==> config.mk <==
export PLATFORM = sky130hd
export DESIGN_NAME = stream_mix_top
export DESIGN_NICKNAME = d
export VERILOG_FILES = /design/src/stream_mix_pkg.sv /design/src/axis_reg_slice.sv /design/src/stream_join_mix.sv /design/src/stream_mix_top.sv
export VERILOG_INCLUDE_DIRS = /design/src /design/src/src
export SDC_FILE = /design/constraint.sdc
export NUM_CORES = 1
export LEC_CHECK = 0
export BUFFER_PORTS_ARGS = -buffer_cell sky130_fd_sc_hd__buf_2
export CORE_UTILIZATION = 30
export CTS_CLUSTER_SIZE = 40
export DETAILED_ROUTE_END_ITERATION = 10
export SYNTH_ARGS = -nofsm -noshare
export SYNTH_HDL_FRONTEND = slang
export SYNTH_SLANG_ARGS = --single-unit
==> constraint.sdc <==
create_clock -name clk -period 5.1 [get_ports clk]
set_clock_uncertainty 0.2 [all_clocks]
set_input_delay 0.51 -clock clk [delete_from_list [all_inputs] [get_ports clk]]
set_output_delay 0.51 -clock clk [all_outputs]
set_load 0.01 [all_outputs]
==> src/stream_mix_params.svh <==
`ifndef STREAM_MIX_PARAMS_SVH
`define STREAM_MIX_PARAMS_SVH

`define SAMPLE_W 16 // signed sample width
`define FRAME_W 8   // frame counter, wraps

// lane slices cut both paths
`define LANE_FWD_REG 1
`define LANE_BWD_REG 1

// output slice only breaks the forward path
`define OUT_FWD_REG 1
`define OUT_BWD_REG 0

`endif

==> src/stream_mix_pkg.sv <==
`include "stream_mix_params.svh"

package stream_mix_pkg;

    // one beat of a sample lane
    typedef struct packed
    {
        logic signed [`SAMPLE_W-1:0] sample;
        logic                        last;   // final beat of a frame
    } lane_beat_t;

    // one mixed result beat
    typedef struct packed
    {
        logic signed [`SAMPLE_W-1:0] sum;      // saturated a + b
        logic                        sat;      // sum was clipped
        logic                        misalign; // lanes disagree on last
        logic [`FRAME_W-1:0]         frame;    // frame number of this beat
    } mix_beat_t;

endpackage

==> src/axis_reg_slice.sv <==
`timescale 1ns/10ps

// valid/ready register slice, built from two optional stages in series:
// a backward (skid) stage on the upstream side, then a forward stage
// driving the downstream side. with both off the slice is pure wiring
module axis_reg_slice #(
    parameter type payload_t = logic [31:0],
    parameter bit  fwd_reg   = 1'b1,
    parameter bit  bwd_reg   = 1'b1
) (
    input  logic     clk,
    input  logic     rst_n,

    input  payload_t s_payload,
    input  logic     s_valid,
    output logic     s_ready,

    output payload_t m_payload,
    output logic     m_valid,
    input  logic     m_ready
);

    // link between the backward and forward stages
    payload_t mid_payload;
    logic     mid_valid;
    logic     mid_ready;

    generate
        if (bwd_reg)
        begin : g_bwd
            payload_t skid_payload;
            logic     bwd_ready;

            assign s_ready     = bwd_ready;
            // skid holds the beat once ready has dropped
            assign mid_payload = bwd_ready ? s_payload : skid_payload;
            assign mid_valid   = ~bwd_ready | s_valid;

            always_ff @(posedge clk)
            begin
                if (bwd_ready && s_valid)
                    skid_payload <= s_payload; // beat caught as ready falls
            end

            always_ff @(posedge clk or negedge rst_n)
            begin
                if (!rst_n)
                    bwd_ready <= 1'b1;
                else if (mid_ready)
                    bwd_ready <= 1'b1;
                else if (s_valid)
                    bwd_ready <= 1'b0; // downstream stalled with a beat pending
            end
        end
        else
        begin : g_bwd_pass
            assign s_ready     = mid_ready;
            assign mid_payload = s_payload;
            assign mid_valid   = s_valid;
        end
    endgenerate

    generate
        if (fwd_reg)
        begin : g_fwd
            payload_t fwd_payload;
            logic     fwd_valid;

            // register may load when empty or being drained this cycle
            assign mid_ready = ~fwd_valid | m_ready;
            assign m_payload = fwd_payload;
            assign m_valid   = fwd_valid;

            always_ff @(posedge clk)
            begin
                if (mid_ready && mid_valid)
                    fwd_payload <= mid_payload;
            end

            always_ff @(posedge clk or negedge rst_n)
            begin
                if (!rst_n)
                    fwd_valid <= 1'b0;
                else if (mid_ready)
                    fwd_valid <= mid_valid;
            end
        end
        else
        begin : g_fwd_pass
            assign mid_ready = m_ready;
            assign m_payload = mid_payload;
            assign m_valid   = mid_valid;
        end
    endgenerate

endmodule

==> src/stream_join_mix.sv <==
`timescale 1ns/10ps
`include "stream_mix_params.svh"

// pairs one beat from each lane, adds them with signed saturation,
// flags frame misalignment and numbers frames. one output register
module stream_join_mix (
    input  logic                       clk,
    input  logic                       rst_n,

    input  stream_mix_pkg::lane_beat_t a_beat,
    input  logic                       a_valid,
    output logic                       a_ready,

    input  stream_mix_pkg::lane_beat_t b_beat,
    input  logic                       b_valid,
    output logic                       b_ready,

    output stream_mix_pkg::mix_beat_t  mix,
    output logic                       mix_valid,
    input  logic                       mix_ready
);

    import stream_mix_pkg::*;

    localparam int SUM_W = `SAMPLE_W + 1; // one guard bit for overflow

    logic                    out_free;
    logic                    take;
    logic signed [SUM_W-1:0] sum_wide;
    logic                    ovf;
    logic [`FRAME_W-1:0]     frame_cnt;
    mix_beat_t               mix_next;

    // output register empty or draining this cycle
    assign out_free = ~mix_valid | mix_ready;

    // both lanes move together, never one alone
    assign a_ready = out_free & b_valid;
    assign b_ready = out_free & a_valid;
    assign take    = a_valid & b_valid & out_free;

    assign sum_wide = {a_beat.sample[`SAMPLE_W-1], a_beat.sample}
                    + {b_beat.sample[`SAMPLE_W-1], b_beat.sample};

    // guard bit differs from sign bit -> result left the signed range
    assign ovf = sum_wide[SUM_W-1] ^ sum_wide[SUM_W-2];

    always_comb
    begin
        if (!ovf)
            mix_next.sum = sum_wide[`SAMPLE_W-1:0];
        else if (sum_wide[SUM_W-1])
            mix_next.sum = {1'b1, {(`SAMPLE_W-1){1'b0}}}; // clip to most negative
        else
            mix_next.sum = {1'b0, {(`SAMPLE_W-1){1'b1}}}; // clip to most positive
        mix_next.sat      = ovf;
        mix_next.misalign = a_beat.last ^ b_beat.last;
        mix_next.frame    = frame_cnt;
    end

    always_ff @(posedge clk)
    begin
        if (take)
            mix <= mix_next;
    end

    always_ff @(posedge clk or negedge rst_n)
    begin
        if (!rst_n)
            mix_valid <= 1'b0;
        else if (out_free)
            mix_valid <= take;
    end

    // frame boundaries follow lane a only
    always_ff @(posedge clk or negedge rst_n)
    begin
        if (!rst_n)
            frame_cnt <= '0;
        else if (take && a_beat.last)
            frame_cnt <= frame_cnt + 1'b1; // wraps
    end

endmodule

==> src/stream_mix_top.sv <==
`timescale 1ns/10ps
`include "stream_mix_params.svh"

// two-lane sample mixer: lane slices -> join/mix -> output slice
module stream_mix_top (
    input  logic                       clk,
    input  logic                       rst_n,

    input  stream_mix_pkg::lane_beat_t a_payload,
    input  logic                       a_valid,
    output logic                       a_ready,

    input  stream_mix_pkg::lane_beat_t b_payload,
    input  logic                       b_valid,
    output logic                       b_ready,

    output stream_mix_pkg::mix_beat_t  m_payload,
    output logic                       m_valid,
    input  logic                       m_ready
);

    import stream_mix_pkg::*;

    lane_beat_t a_beat;
    logic       a_beat_valid;
    logic       a_beat_ready;

    lane_beat_t b_beat;
    logic       b_beat_valid;
    logic       b_beat_ready;

    mix_beat_t  mix;
    logic       mix_valid;
    logic       mix_ready;

    axis_reg_slice #(
        .payload_t (lane_beat_t),
        .fwd_reg   (`LANE_FWD_REG),
        .bwd_reg   (`LANE_BWD_REG)
    ) lane_a_slice (
        .clk       (clk),
        .rst_n     (rst_n),
        .s_payload (a_payload),
        .s_valid   (a_valid),
        .s_ready   (a_ready),
        .m_payload (a_beat),
        .m_valid   (a_beat_valid),
        .m_ready   (a_beat_ready)
    );

    axis_reg_slice #(
        .payload_t (lane_beat_t),
        .fwd_reg   (`LANE_FWD_REG),
        .bwd_reg   (`LANE_BWD_REG)
    ) lane_b_slice (
        .clk       (clk),
        .rst_n     (rst_n),
        .s_payload (b_payload),
        .s_valid   (b_valid),
        .s_ready   (b_ready),
        .m_payload (b_beat),
        .m_valid   (b_beat_valid),
        .m_ready   (b_beat_ready)
    );

    stream_join_mix join_i (
        .clk       (clk),
        .rst_n     (rst_n),
        .a_beat    (a_beat),
        .a_valid   (a_beat_valid),
        .a_ready   (a_beat_ready),
        .b_beat    (b_beat),
        .b_valid   (b_beat_valid),
        .b_ready   (b_beat_ready),
        .mix       (mix),
        .mix_valid (mix_valid),
        .mix_ready (mix_ready)
    );

    // forward register only, adds one cycle of latency
    axis_reg_slice #(
        .payload_t (mix_beat_t),
        .fwd_reg   (`OUT_FWD_REG),
        .bwd_reg   (`OUT_BWD_REG)
    ) out_slice (
        .clk       (clk),
        .rst_n     (rst_n),
        .s_payload (mix),
        .s_valid   (mix_valid),
        .s_ready   (mix_ready),
        .m_payload (m_payload),
        .m_valid   (m_valid),
        .m_ready   (m_ready)
    );

endmodule

==> implementation parameters, run 1 <==
Parameter                              Value

GRT
  GRT Util Overall ... around a tenth
  Antenna violations before repair ... 0
  Number of global-route vias before repair ... slightly above 3000
  Pin count of the biggest net entering global routing ... 28
  First-pass GRT wire length ... 15380 microns
  Overflow left after global routing ... 0

Worst hold path
  Worst hold path type ... in -> reg

CTS
  Post-cts hold buffer count ... 1
  Number of levels the H-tree was split into ... 4
  Later-pin clock latency in the skew report ... 0.41 ns
  Clock tree root buffer cell ... sky130_fd_sc_hd__clkbuf_16
  Clock sink count ... roughly 130
  Total clock buffers created by CTS ... 17
  Resize count post-CTS ... 0
  CTS tree ... built
  Clock transition time at the flip-flop clock pins of the worst setup and hold paths ... approximately 0.06 ns
  Number of setup buffers added after CTS ... 0
  CTS Buffer Depth ... 2

Pwr
  Flop pwr share ... 40.9%
  Combinational group share of total power ... about a third
  Int Pwr ... about 3.3 mW
  Power density over the cells ... 713.4 nW/um^2
  Proportion of power drawn by the clock network ... 25.3%
  Leakage ... 2.574 nW
  Largest vdd supply drop ... 0.2792 mV
  Net Sw Power ... 1.530 mW
  Switching Fraction ... a little under a third

Finish
  Most common cell after layout, fill and taps aside ... sky130_fd_sc_hd__edfxtp_1
  Final #Nets ... 463
  Ratio of cells with drive above 1 in the final layout ... 37.95%
  Layout area overhead ... 21.54%
  Commonest non-fill, non-tap cells in the layout ... sky130_fd_sc_hd__edfxtp_1, sky130_fd_sc_hd__buf_2, sky130_fd_sc_hd__mux2_2
  Antenna Diode Count ... 0
  Number of fill cells ... ~1700

Placement
  HPWL after DPL ... slightly below 7000 microns
  Count of buffers inserted at the top-level ports ... 67
  Post-placement setup slack ... 2.185 ns
  Routability congestion estimate from global placement ... 0.7477

Floorplanning
  Floorplan Core Area ... 18150 sq um
  Die Footprint ... 19240 sq um
  Initial Utilization ... 30.89%
  Total I/O pin count ... 68
  Number of placement rows ... 49
  Die Ht ... between 100 and 150 microns
  DIE WIDTH ... roughly 140 microns

Yosys
  Sequential-to-total area share from yosys stat ... between 70% and 80%
  Synthesized flop and latch total ... about 130
  Cell area after synthesis ... 5607 sq um
  Number of different library cells in the post-synthesis netlist ... 50
  Nets in the synthesized netlist ... 380
  Mean area per synthesized cell ... 17.36 sq um
  Yosys warning count ... 0
  Post-Synthesis Cells ... 323

STA
  Crit path setup slack, layout ... about 2.2 ns
  Final-report max-slew violation count ... 0
  Tightest slew margin relative to the limit ... 24.98%
  Setup repair after global routing missed its margin ... no
  Final Cycle Share ... 57.32%
  Transition time at the pin with the least slew margin ... around 1.1 ns
  Final-report setup violation count ... 0
  Final-layout setup total negative slack ... 0 ns
  Achievable frequency ... 0.3421 GHz
  Time the worst path needs with I/O delays and setup ... between 2 and 3 ns
  Total count of hold-check failures in the final report ... 0

Drt
  Routed len/inst ... 14.25 microns
  DRC Markers ... 4
  TritonRoute pass-1 iters ... 9
  Routed wire length ... ~9200 microns
  Total via count after detailed routing ... 2836
  Vias per Instance ... about 4.4
  Number of nets with antenna violations after routing ... 0
  Violation count after the first detailed-routing iteration ... ~160

Critical path
  Maximum fanout along the worst path ... 17
  Kind of critical path ... reg -> reg
  Data required, critical path ... 5.18 ns
  Capturing element type of the critical path ... flip-flop
  Arrival @ worst endpoint ... about 3 ns
  Kind of launch point of the worst setup path ... flip-flop

Outcome
  Run status ... finished, violations left
  Violations in the final reports ... design-rule violations

Flow run
  MaxCap Viol Count ... 0
[cells in the mapped netlist, drive strengths merged]
master	n	area share, %
a2111oi	2	0.65
a211o	1	0.16
a211oi	1	0.13
a21boi	1	0.13
a21o	7	0.96
a21oi	13	1.2
a221o	1	0.18
a221oi	1	0.27
a22oi	1	0.22
a31o	2	0.31
a31oi	2	0.49
a41o	1	0.18
and2	3	0.33
and3	4	0.47
and4	3	0.47
buf	3	0.60
clkbuf	4	0.27
dfrtp	12	5.4
dfstp	2	0.94
edfxtp	120	64
fa	1	0.36
ha	17	3.8
inv	8	0.54
maj3	15	2.9
mux2	35	7.0
nand2	12	0.80
nand2b	4	0.45
nand3	4	0.36
nand3b	1	0.13
nor2	3	0.20
nor2b	1	0.11
nor3b	1	0.13
nor4	1	0.11
o211ai	1	0.13
o21ai	8	0.78
o21bai	2	0.27
o31ai	1	0.38
or2	1	0.11
or3	1	0.11
xnor2	16	2.8
xor2	6	0.94
[area by class of cell]
class / count / area (sq um) / share of cell area, %
Clock buffer: 18 / 429.2 / 6.298
Clock inverter: 14 / 172.7 / 2.534
Inverter: 8 / 30.03 / 0.4407
Multi-Input combinational cell: 174 / 1572 / 23.06
Sequential cell: 134 / 3956 / 58.06
Tap cell: 229 / 286.5 / 4.205
Timing Repair Buffer: 71 / 367.9 / 5.398
[worst max-delay path, cell delays in order (launching register included)]
cell and delay (ns):
sky130_fd_sc_hd__edfxtp_1 0.37, sky130_fd_sc_hd__ha_1 0.47, sky130_fd_sc_hd__and4_1 0.23, sky130_fd_sc_hd__a21oi_1 0.08, sky130_fd_sc_hd__a21oi_1 0.29, sky130_fd_sc_hd__o21bai_1 0.11, sky130_fd_sc_hd__a22oi_2 0.66, sky130_fd_sc_hd__maj3_2 0.37
[worst paths after layout]
| check | cells past startpoint | from | endpoint | slack, ns |
|---|---|---|---|---|
| max | 7 | lane_a_slice.m_payload[5] | join_i.mix[11] | 2.18 |
| min | 2 | b_valid | lane_b_slice.s_ready | 0.08 |
| max reg2reg | 7 | lane_a_slice.m_payload[5] | join_i.mix[11] | 2.18 |
| min reg2reg | 0 | join_i.mix[14] | out_slice.m_payload[14] | 0.22 |
| max in group asynchronous | 2 | rst_n | lane_a_slice.s_ready | 4.08 |
| min in group asynchronous | 2 | rst_n | join_i.frame_cnt[6] | 0.33 |
[kinds of logic (layout without fill, tap and decap cells)]
family	after synthesis	in the layout	share of synthesized area (%)
flip-flops	134	134	70.56
buffers and inverters	15	111	1.406
adder cells (fa/ha/maj)	33	33	7.030
XOR/XNOR	22	22	3.772
multiplexers	35	35	7.030
AO/OA/AOI/OAI	45	45	6.405
AND/OR/NAND/NOR	39	39	3.794
[flip-flops by register name (all words and copies together) (netlist names), 8 cells and up]
signal                           count
lane_a_slice.g_bwd.skid_payload     17
lane_b_slice.g_bwd.skid_payload     17
join_i.frame_cnt                     8
join_i.mix                          26
out_slice.m_payload                 26
lane_a_slice.m_payload              17
lane_b_slice.m_payload              17
[stage by stage]
stage	power (mW)	utilization, %	cell area, sq um	std cells	hold slack [ns]
2_1_floorplan	3.284	-	5607	323	0.01441
3_3_place_gp	3.615	34.18	6202	615	0.2039
3_5_place_dp	3.681	34.18	6202	615	0.2045
4_1_cts	4.928	37.55	6814	648	0.06556
5_1_grt	5.165	37.55	6814	648	0.07144
6_report	4.861	37.55	6814	648	0.08305
[power groups by stage]
stage / clock network (mW) / registers [mW] / logic [mW]
3_3_place_gp: 0 / 2.01 / 1.60
6_report: 1.23 / 1.99 / 1.64
3_5_place_dp: 0 / 2.02 / 1.66
2_1_floorplan: 0 / 1.99 / 1.29
5_1_grt: 1.30 / 2.04 / 1.82
4_1_cts: 1.26 / 2.00 / 1.67
[layer usage]
layer	GRT usage (%)	vias up	wire length, microns
li1	-	1416	-
met1	13.44	1340	4517
met2	15.95	68	4121
met3	3.004	12	378
met4	5.614	0	214
met5	0	-	0
Note: power is estimated with default switching activity, not from simulation.
==> run 2, diff against run 1 <==
--- a/config.mk
+++ b/config.mk
@@ -6,6 +6,7 @@
 export SDC_FILE = /design/constraint.sdc
 export NUM_CORES = 1
 export LEC_CHECK = 0
+export ABC_AREA = 1
 export BUFFER_PORTS_ARGS = -buffer_cell sky130_fd_sc_hd__buf_2
 export CORE_UTILIZATION = 30
 export CTS_CLUSTER_SIZE = 40
==> constraint.sdc (replaced) <==
create_clock -name clk -period 2.95 [get_ports clk]
set_clock_uncertainty 0.2 [all_clocks]
set_input_delay 0.295 -clock clk [delete_from_list [all_inputs] [get_ports clk]]
set_output_delay 0.295 -clock clk [all_outputs]
set_load 0.01 [all_outputs]
==> run 2 against run 1 <==
The run now ends clean; final cell count rose by 36%; sequential cell count did not move; die area rose by 3.1%; synthesized area rose by 3.2%; first-iteration DRC count fell by 1.9%; routed wire length rose by 14%; combinational power rose by 100%; clock power rose by 61%; critical path type unchanged; critical endpoint is now join_i.mix[14]; largest cell class unchanged; highest routed layer unchanged.
==> implementation parameters, run 2 <==
Parameter                              Value

Pwr
  Int Pwr ... 5.547 mW (+67%)
  Net Sw Power ... 3.224 mW (+110%)
  Leakage ... 3.185 nW (+24%)
  Power density over the cells ... 1188 nW/um^2 (+66%)
  Largest vdd supply drop ... 0.5623 mV (+100%)
  Combinational group share of total power ... 38.1% (+4.3 points)
  Final Power ... 8.771 mW (+80%)
  Switching Fraction ... 36.76% (+5.3 points)
  Flop pwr share ... 39.3% (-1.6 points)
  Proportion of power drawn by the clock network ... 22.6% (-2.7 points)

GRT
  Antenna violations before repair ... 0 (unchanged)
  Overflow left after global routing ... 0 (unchanged)
  Number of global-route vias before repair ... 3604 (+19%)
  First-pass GRT wire length ... 17660 microns (+15%)
  Pin count of the biggest net entering global routing ... 27 (-3.6%)
  GRT Util Overall ... 11.78% (+1.3 points)

Critical path
  Arrival @ worst endpoint ... 2.66 ns (-0.34 ns)
  Slowest library cell on the worst path ... sky130_fd_sc_hd__nand4_2
  Most common cell type on the critical path ... sky130_fd_sc_hd__nand2_1
  Endpoint of the lowest-slack register-to-register path ... join_i.mix[14]
  Slowest stage delay, CP ... 0.43 ns (-0.23 ns)
  Cell chain of the critical path ... ha_1, fa_1, nand2_1, nand2_1, nand3_1, nand2_2, nand2_2, nand2_1, nand2_2, nand4_2, nand2_1
  Data required, critical path ... 3.01 ns (-2.17 ns)
  Critical Path Source ... lane_a_slice.m_payload[1]
  Capturing element type of the critical path ... flip-flop
  Flop2flop setup slack ... 0.35 ns (-1.83 ns)
  Maximum fanout along the worst path ... 16 (-1)
  Kind of launch point of the worst setup path ... flip-flop
  Startpoint of the lowest-slack register-to-register path ... lane_a_slice.m_payload[1]
  Worst R2R Path Depth ... 11 (+4)
  Kind of critical path ... reg -> reg

Yosys
  Synth cell count leaders ... sky130_fd_sc_hd__nand2_1, sky130_fd_sc_hd__edfxtp_1, sky130_fd_sc_hd__nand2_2
  Fraction of synthesized area in multiplexers ... 0.1946% (-6.8 points)
  XOR/XNOR Fraction of Synth Area ... 2.725% (-1.0 points)
  Combinational family with the most area after synthesis ... simple AND/OR/NAND/NOR gates
  Post-Synthesis Cells ... 486 (+50%)
  Simple-Gate Fraction of Synth Area ... 19.42% (+16 points)
  Nets in the synthesized netlist ... 543 (+43%)
  Mean area per synthesized cell ... 11.90 sq um (-31%)
  Leading cell types by total area after synthesis ... sky130_fd_sc_hd__edfxtp_1, sky130_fd_sc_hd__nand2_1, sky130_fd_sc_hd__dfrtp_1
  Cell area after synthesis ... 5786 sq um (+3.2%)
  Share of the synthesized area in the top cell type ... 62.28% (-2.0 points)
  Post-synth EDFFs ... 120 (unchanged)
  Number of different library cells in the post-synthesis netlist ... 34 (-32%)
  Cell type with the largest total area after synthesis ... sky130_fd_sc_hd__edfxtp_1
  Share of synthesized registers carrying an async set or reset ... 10.45% (unchanged)
  Most frequent cell after synthesis ... sky130_fd_sc_hd__nand2_1
  Post-synthesis adder-cell area fraction ... 4.022% (-3.0 points)
  Compound-cell area share of the yosys netlist ... 2.033% (-4.4 points)
  Synthesized flop and latch total ... 134 (unchanged)
  Primary flip-flop cell chosen by synthesis mapping ... sky130_fd_sc_hd__edfxtp_1
  Sequential-to-total area share from yosys stat ... 68.38% (-2.2 points)
  Yosys warning count ... 0 (unchanged)

Placement
  Count of buffers inserted at the top-level ports ... 67 (unchanged)
  Cell total after placement ... 811 (+32%)
  Routability congestion estimate from global placement ... 0.7988 (+6.8%)
  HPWL after DPL ... 7664 microns (+13%)

Floorplanning
  DIE WIDTH ... 140.9 microns (+1.6%)
  Die Ht ... 140.9 microns (+1.6%)
  Total I/O pin count ... 68 (unchanged)
  Floorplan Core Area ... 18830 sq um (+3.8%)
  Die Footprint ... 19840 sq um (+3.1%)
  Number of placement rows ... 50 (+2.0%)
  Initial Utilization ... 30.72% (-0.17 points)

CTS
  Total clock buffers created by CTS ... 17 (unchanged)
  Clock tree root buffer cell ... sky130_fd_sc_hd__clkbuf_16
  CTS tree ... built
  Clock sink count ... 134 (unchanged)
  CTS Buffer Depth ... 2 (unchanged)
  Later-pin clock latency in the skew report ... 0.42 ns (about the same)
  Resize count post-CTS ... 0 (unchanged)
  Number of levels the H-tree was split into ... 4 (unchanged)
  Clock transition time at the flip-flop clock pins of the worst setup and hold paths ... 0.06 ns (about the same)

Drt
  Violation count after the first detailed-routing iteration ... 152 (-1.9%)
  Routed len/inst ... 11.98 microns (-16%)
  Vias per Instance ... 4.085 (-6.7%)
  Routed wire length ... 10550 microns (+14%)
  TritonRoute pass-1 iters ... 5 (-4)
  DRC Markers ... 0 (-4)
  Total via count after detailed routing ... 3599 (+27%)
  Number of nets with antenna violations after routing ... 0 (unchanged)

Finish
  Most common cell after layout, fill and taps aside ... sky130_fd_sc_hd__nand2_1
  Final #Nets ... 665 (+44%)
  Antenna Diode Count ... 0 (unchanged)
  Post-route non-filler standard cell count ... 881 (+36%)
  Ratio of cells with drive above 1 in the final layout ... 24.96% (-13 points)
  Commonest non-fill, non-tap cells in the layout ... sky130_fd_sc_hd__nand2_1, sky130_fd_sc_hd__edfxtp_1, sky130_fd_sc_hd__buf_2
  Layout area overhead ... 27.64%
  Number of fill cells ... 1819 (+5.2%)

STA
  Setup repair after global routing missed its margin ... no
  Tightest slew margin relative to the limit ... 55.30% (+30 points)
  Final-report setup violation count ... 0 (unchanged)
  Achievable frequency ... 0.3846 GHz (+12%)
  Time the worst path needs with I/O delays and setup ... 2.600 ns (-0.3237 ns)
  Final-report max-slew violation count ... 0 (unchanged)
  Total count of hold-check failures in the final report ... 0 (unchanged)
  Final Cycle Share ... 88.13% (+31 points)
  Final-layout setup total negative slack ... 0 ns (unchanged)
  Transition time at the pin with the least slew margin ... 0.6697 ns (-0.4556 ns)

Outcome
  Run status ... completed

Flow run
  MaxCap Viol Count ... 0 (unchanged)

Worst hold path
  Worst hold path type ... in -> async
## run 2: changes by cell type in the layout (fill, tap and decap cells not counted), moves of 9 or more
cell,previous run,this run
sky130_fd_sc_hd__nand3_1,4,14
sky130_fd_sc_hd__mux2_2,35,1
sky130_fd_sc_hd__dlygate4sd3_1,1,38
sky130_fd_sc_hd__maj3_2,9,0
sky130_fd_sc_hd__xnor2_1,15,6
sky130_fd_sc_hd__inv_1,8,29
sky130_fd_sc_hd__nand2_1,12,171
sky130_fd_sc_hd__nor2_1,3,19
sky130_fd_sc_hd__nand2_2,0,30
## run 2: per-layer routing
layer  GRT usage [%]  wire length, microns  up-vias
met5               0                     0        -
met4           5.664                   193        0
met3           4.076                   570       15
met2           17.94                  4702       89
met1           14.99                  5085     1620
li1                -                     -     1875
## run 2: power groups by stage
stage	clock network (mW)	logic, mW	registers [mW]
after floorplan	0	2.56	3.48
after global placement	0	3.28	3.48
after detailed placement	0	3.35	3.50
after CTS	2.01	3.40	3.47
after global routing	2.10	3.85	3.53
final	1.98	3.34	3.45
## run 2: worst max-delay path by stage
stage,cells past startpoint,end
after floorplan,1,out_slice.m_payload[0]
after global placement,11,join_i.mix[10]
after detailed placement,11,join_i.mix[14]
after CTS,11,join_i.mix[14]
after global routing,11,join_i.mix[13]
final,11,join_i.mix[14]
## run 2: stage by stage
stage	util (%)	hold WS [ns]	cell area (sq um)	worst slack, ns
detailed placement	34.20	0.02142	6440	0.3206
global route	39.22	0.1561	7385	0.1057
CTS	39.22	0.1260	7385	0.3067
floorplan	-	-0.2006	5786	0.5669
finish	39.22	0.1176	7385	0.3502
global placement	34.20	0.01051	6440	0.4352
## run 2: logic make-up after synthesis
family | after synthesis
AOI/OAI and AO/OA | 19
buffers and inverters | 43
and+or+nand+nor | 253
xor gates and xnor gates | 18
adders and majority gates | 18
muxes | 1
DFF | 134
## run 2: layout make-up
cell class,instances,area [sq um],share of cell area (%)
Tap cell,260,325.3,4.405
Clock inverter,10,68.82,0.9319
Clock buffer,22,495.5,6.710
Sequential cell,134,3956,53.58
Multi-Input combinational cell,309,1647,22.30
Timing Repair Buffer,111,760.7,10.30
Inverter,35,131.4,1.779
## run 2: critical path: cells and delay by family (launching register included)
family                     cells  cell delay, ns
adders and majority gates      2            0.61
DFF                            1            0.36
and+or+nand+nor                9            1.27
## run 2: repair_timing
item / 4_1_cts / 5_1_grt
buffers inserted: 0 / 0
hold endpoints to repair: 83 / 0
hold buffers: 38 / 0
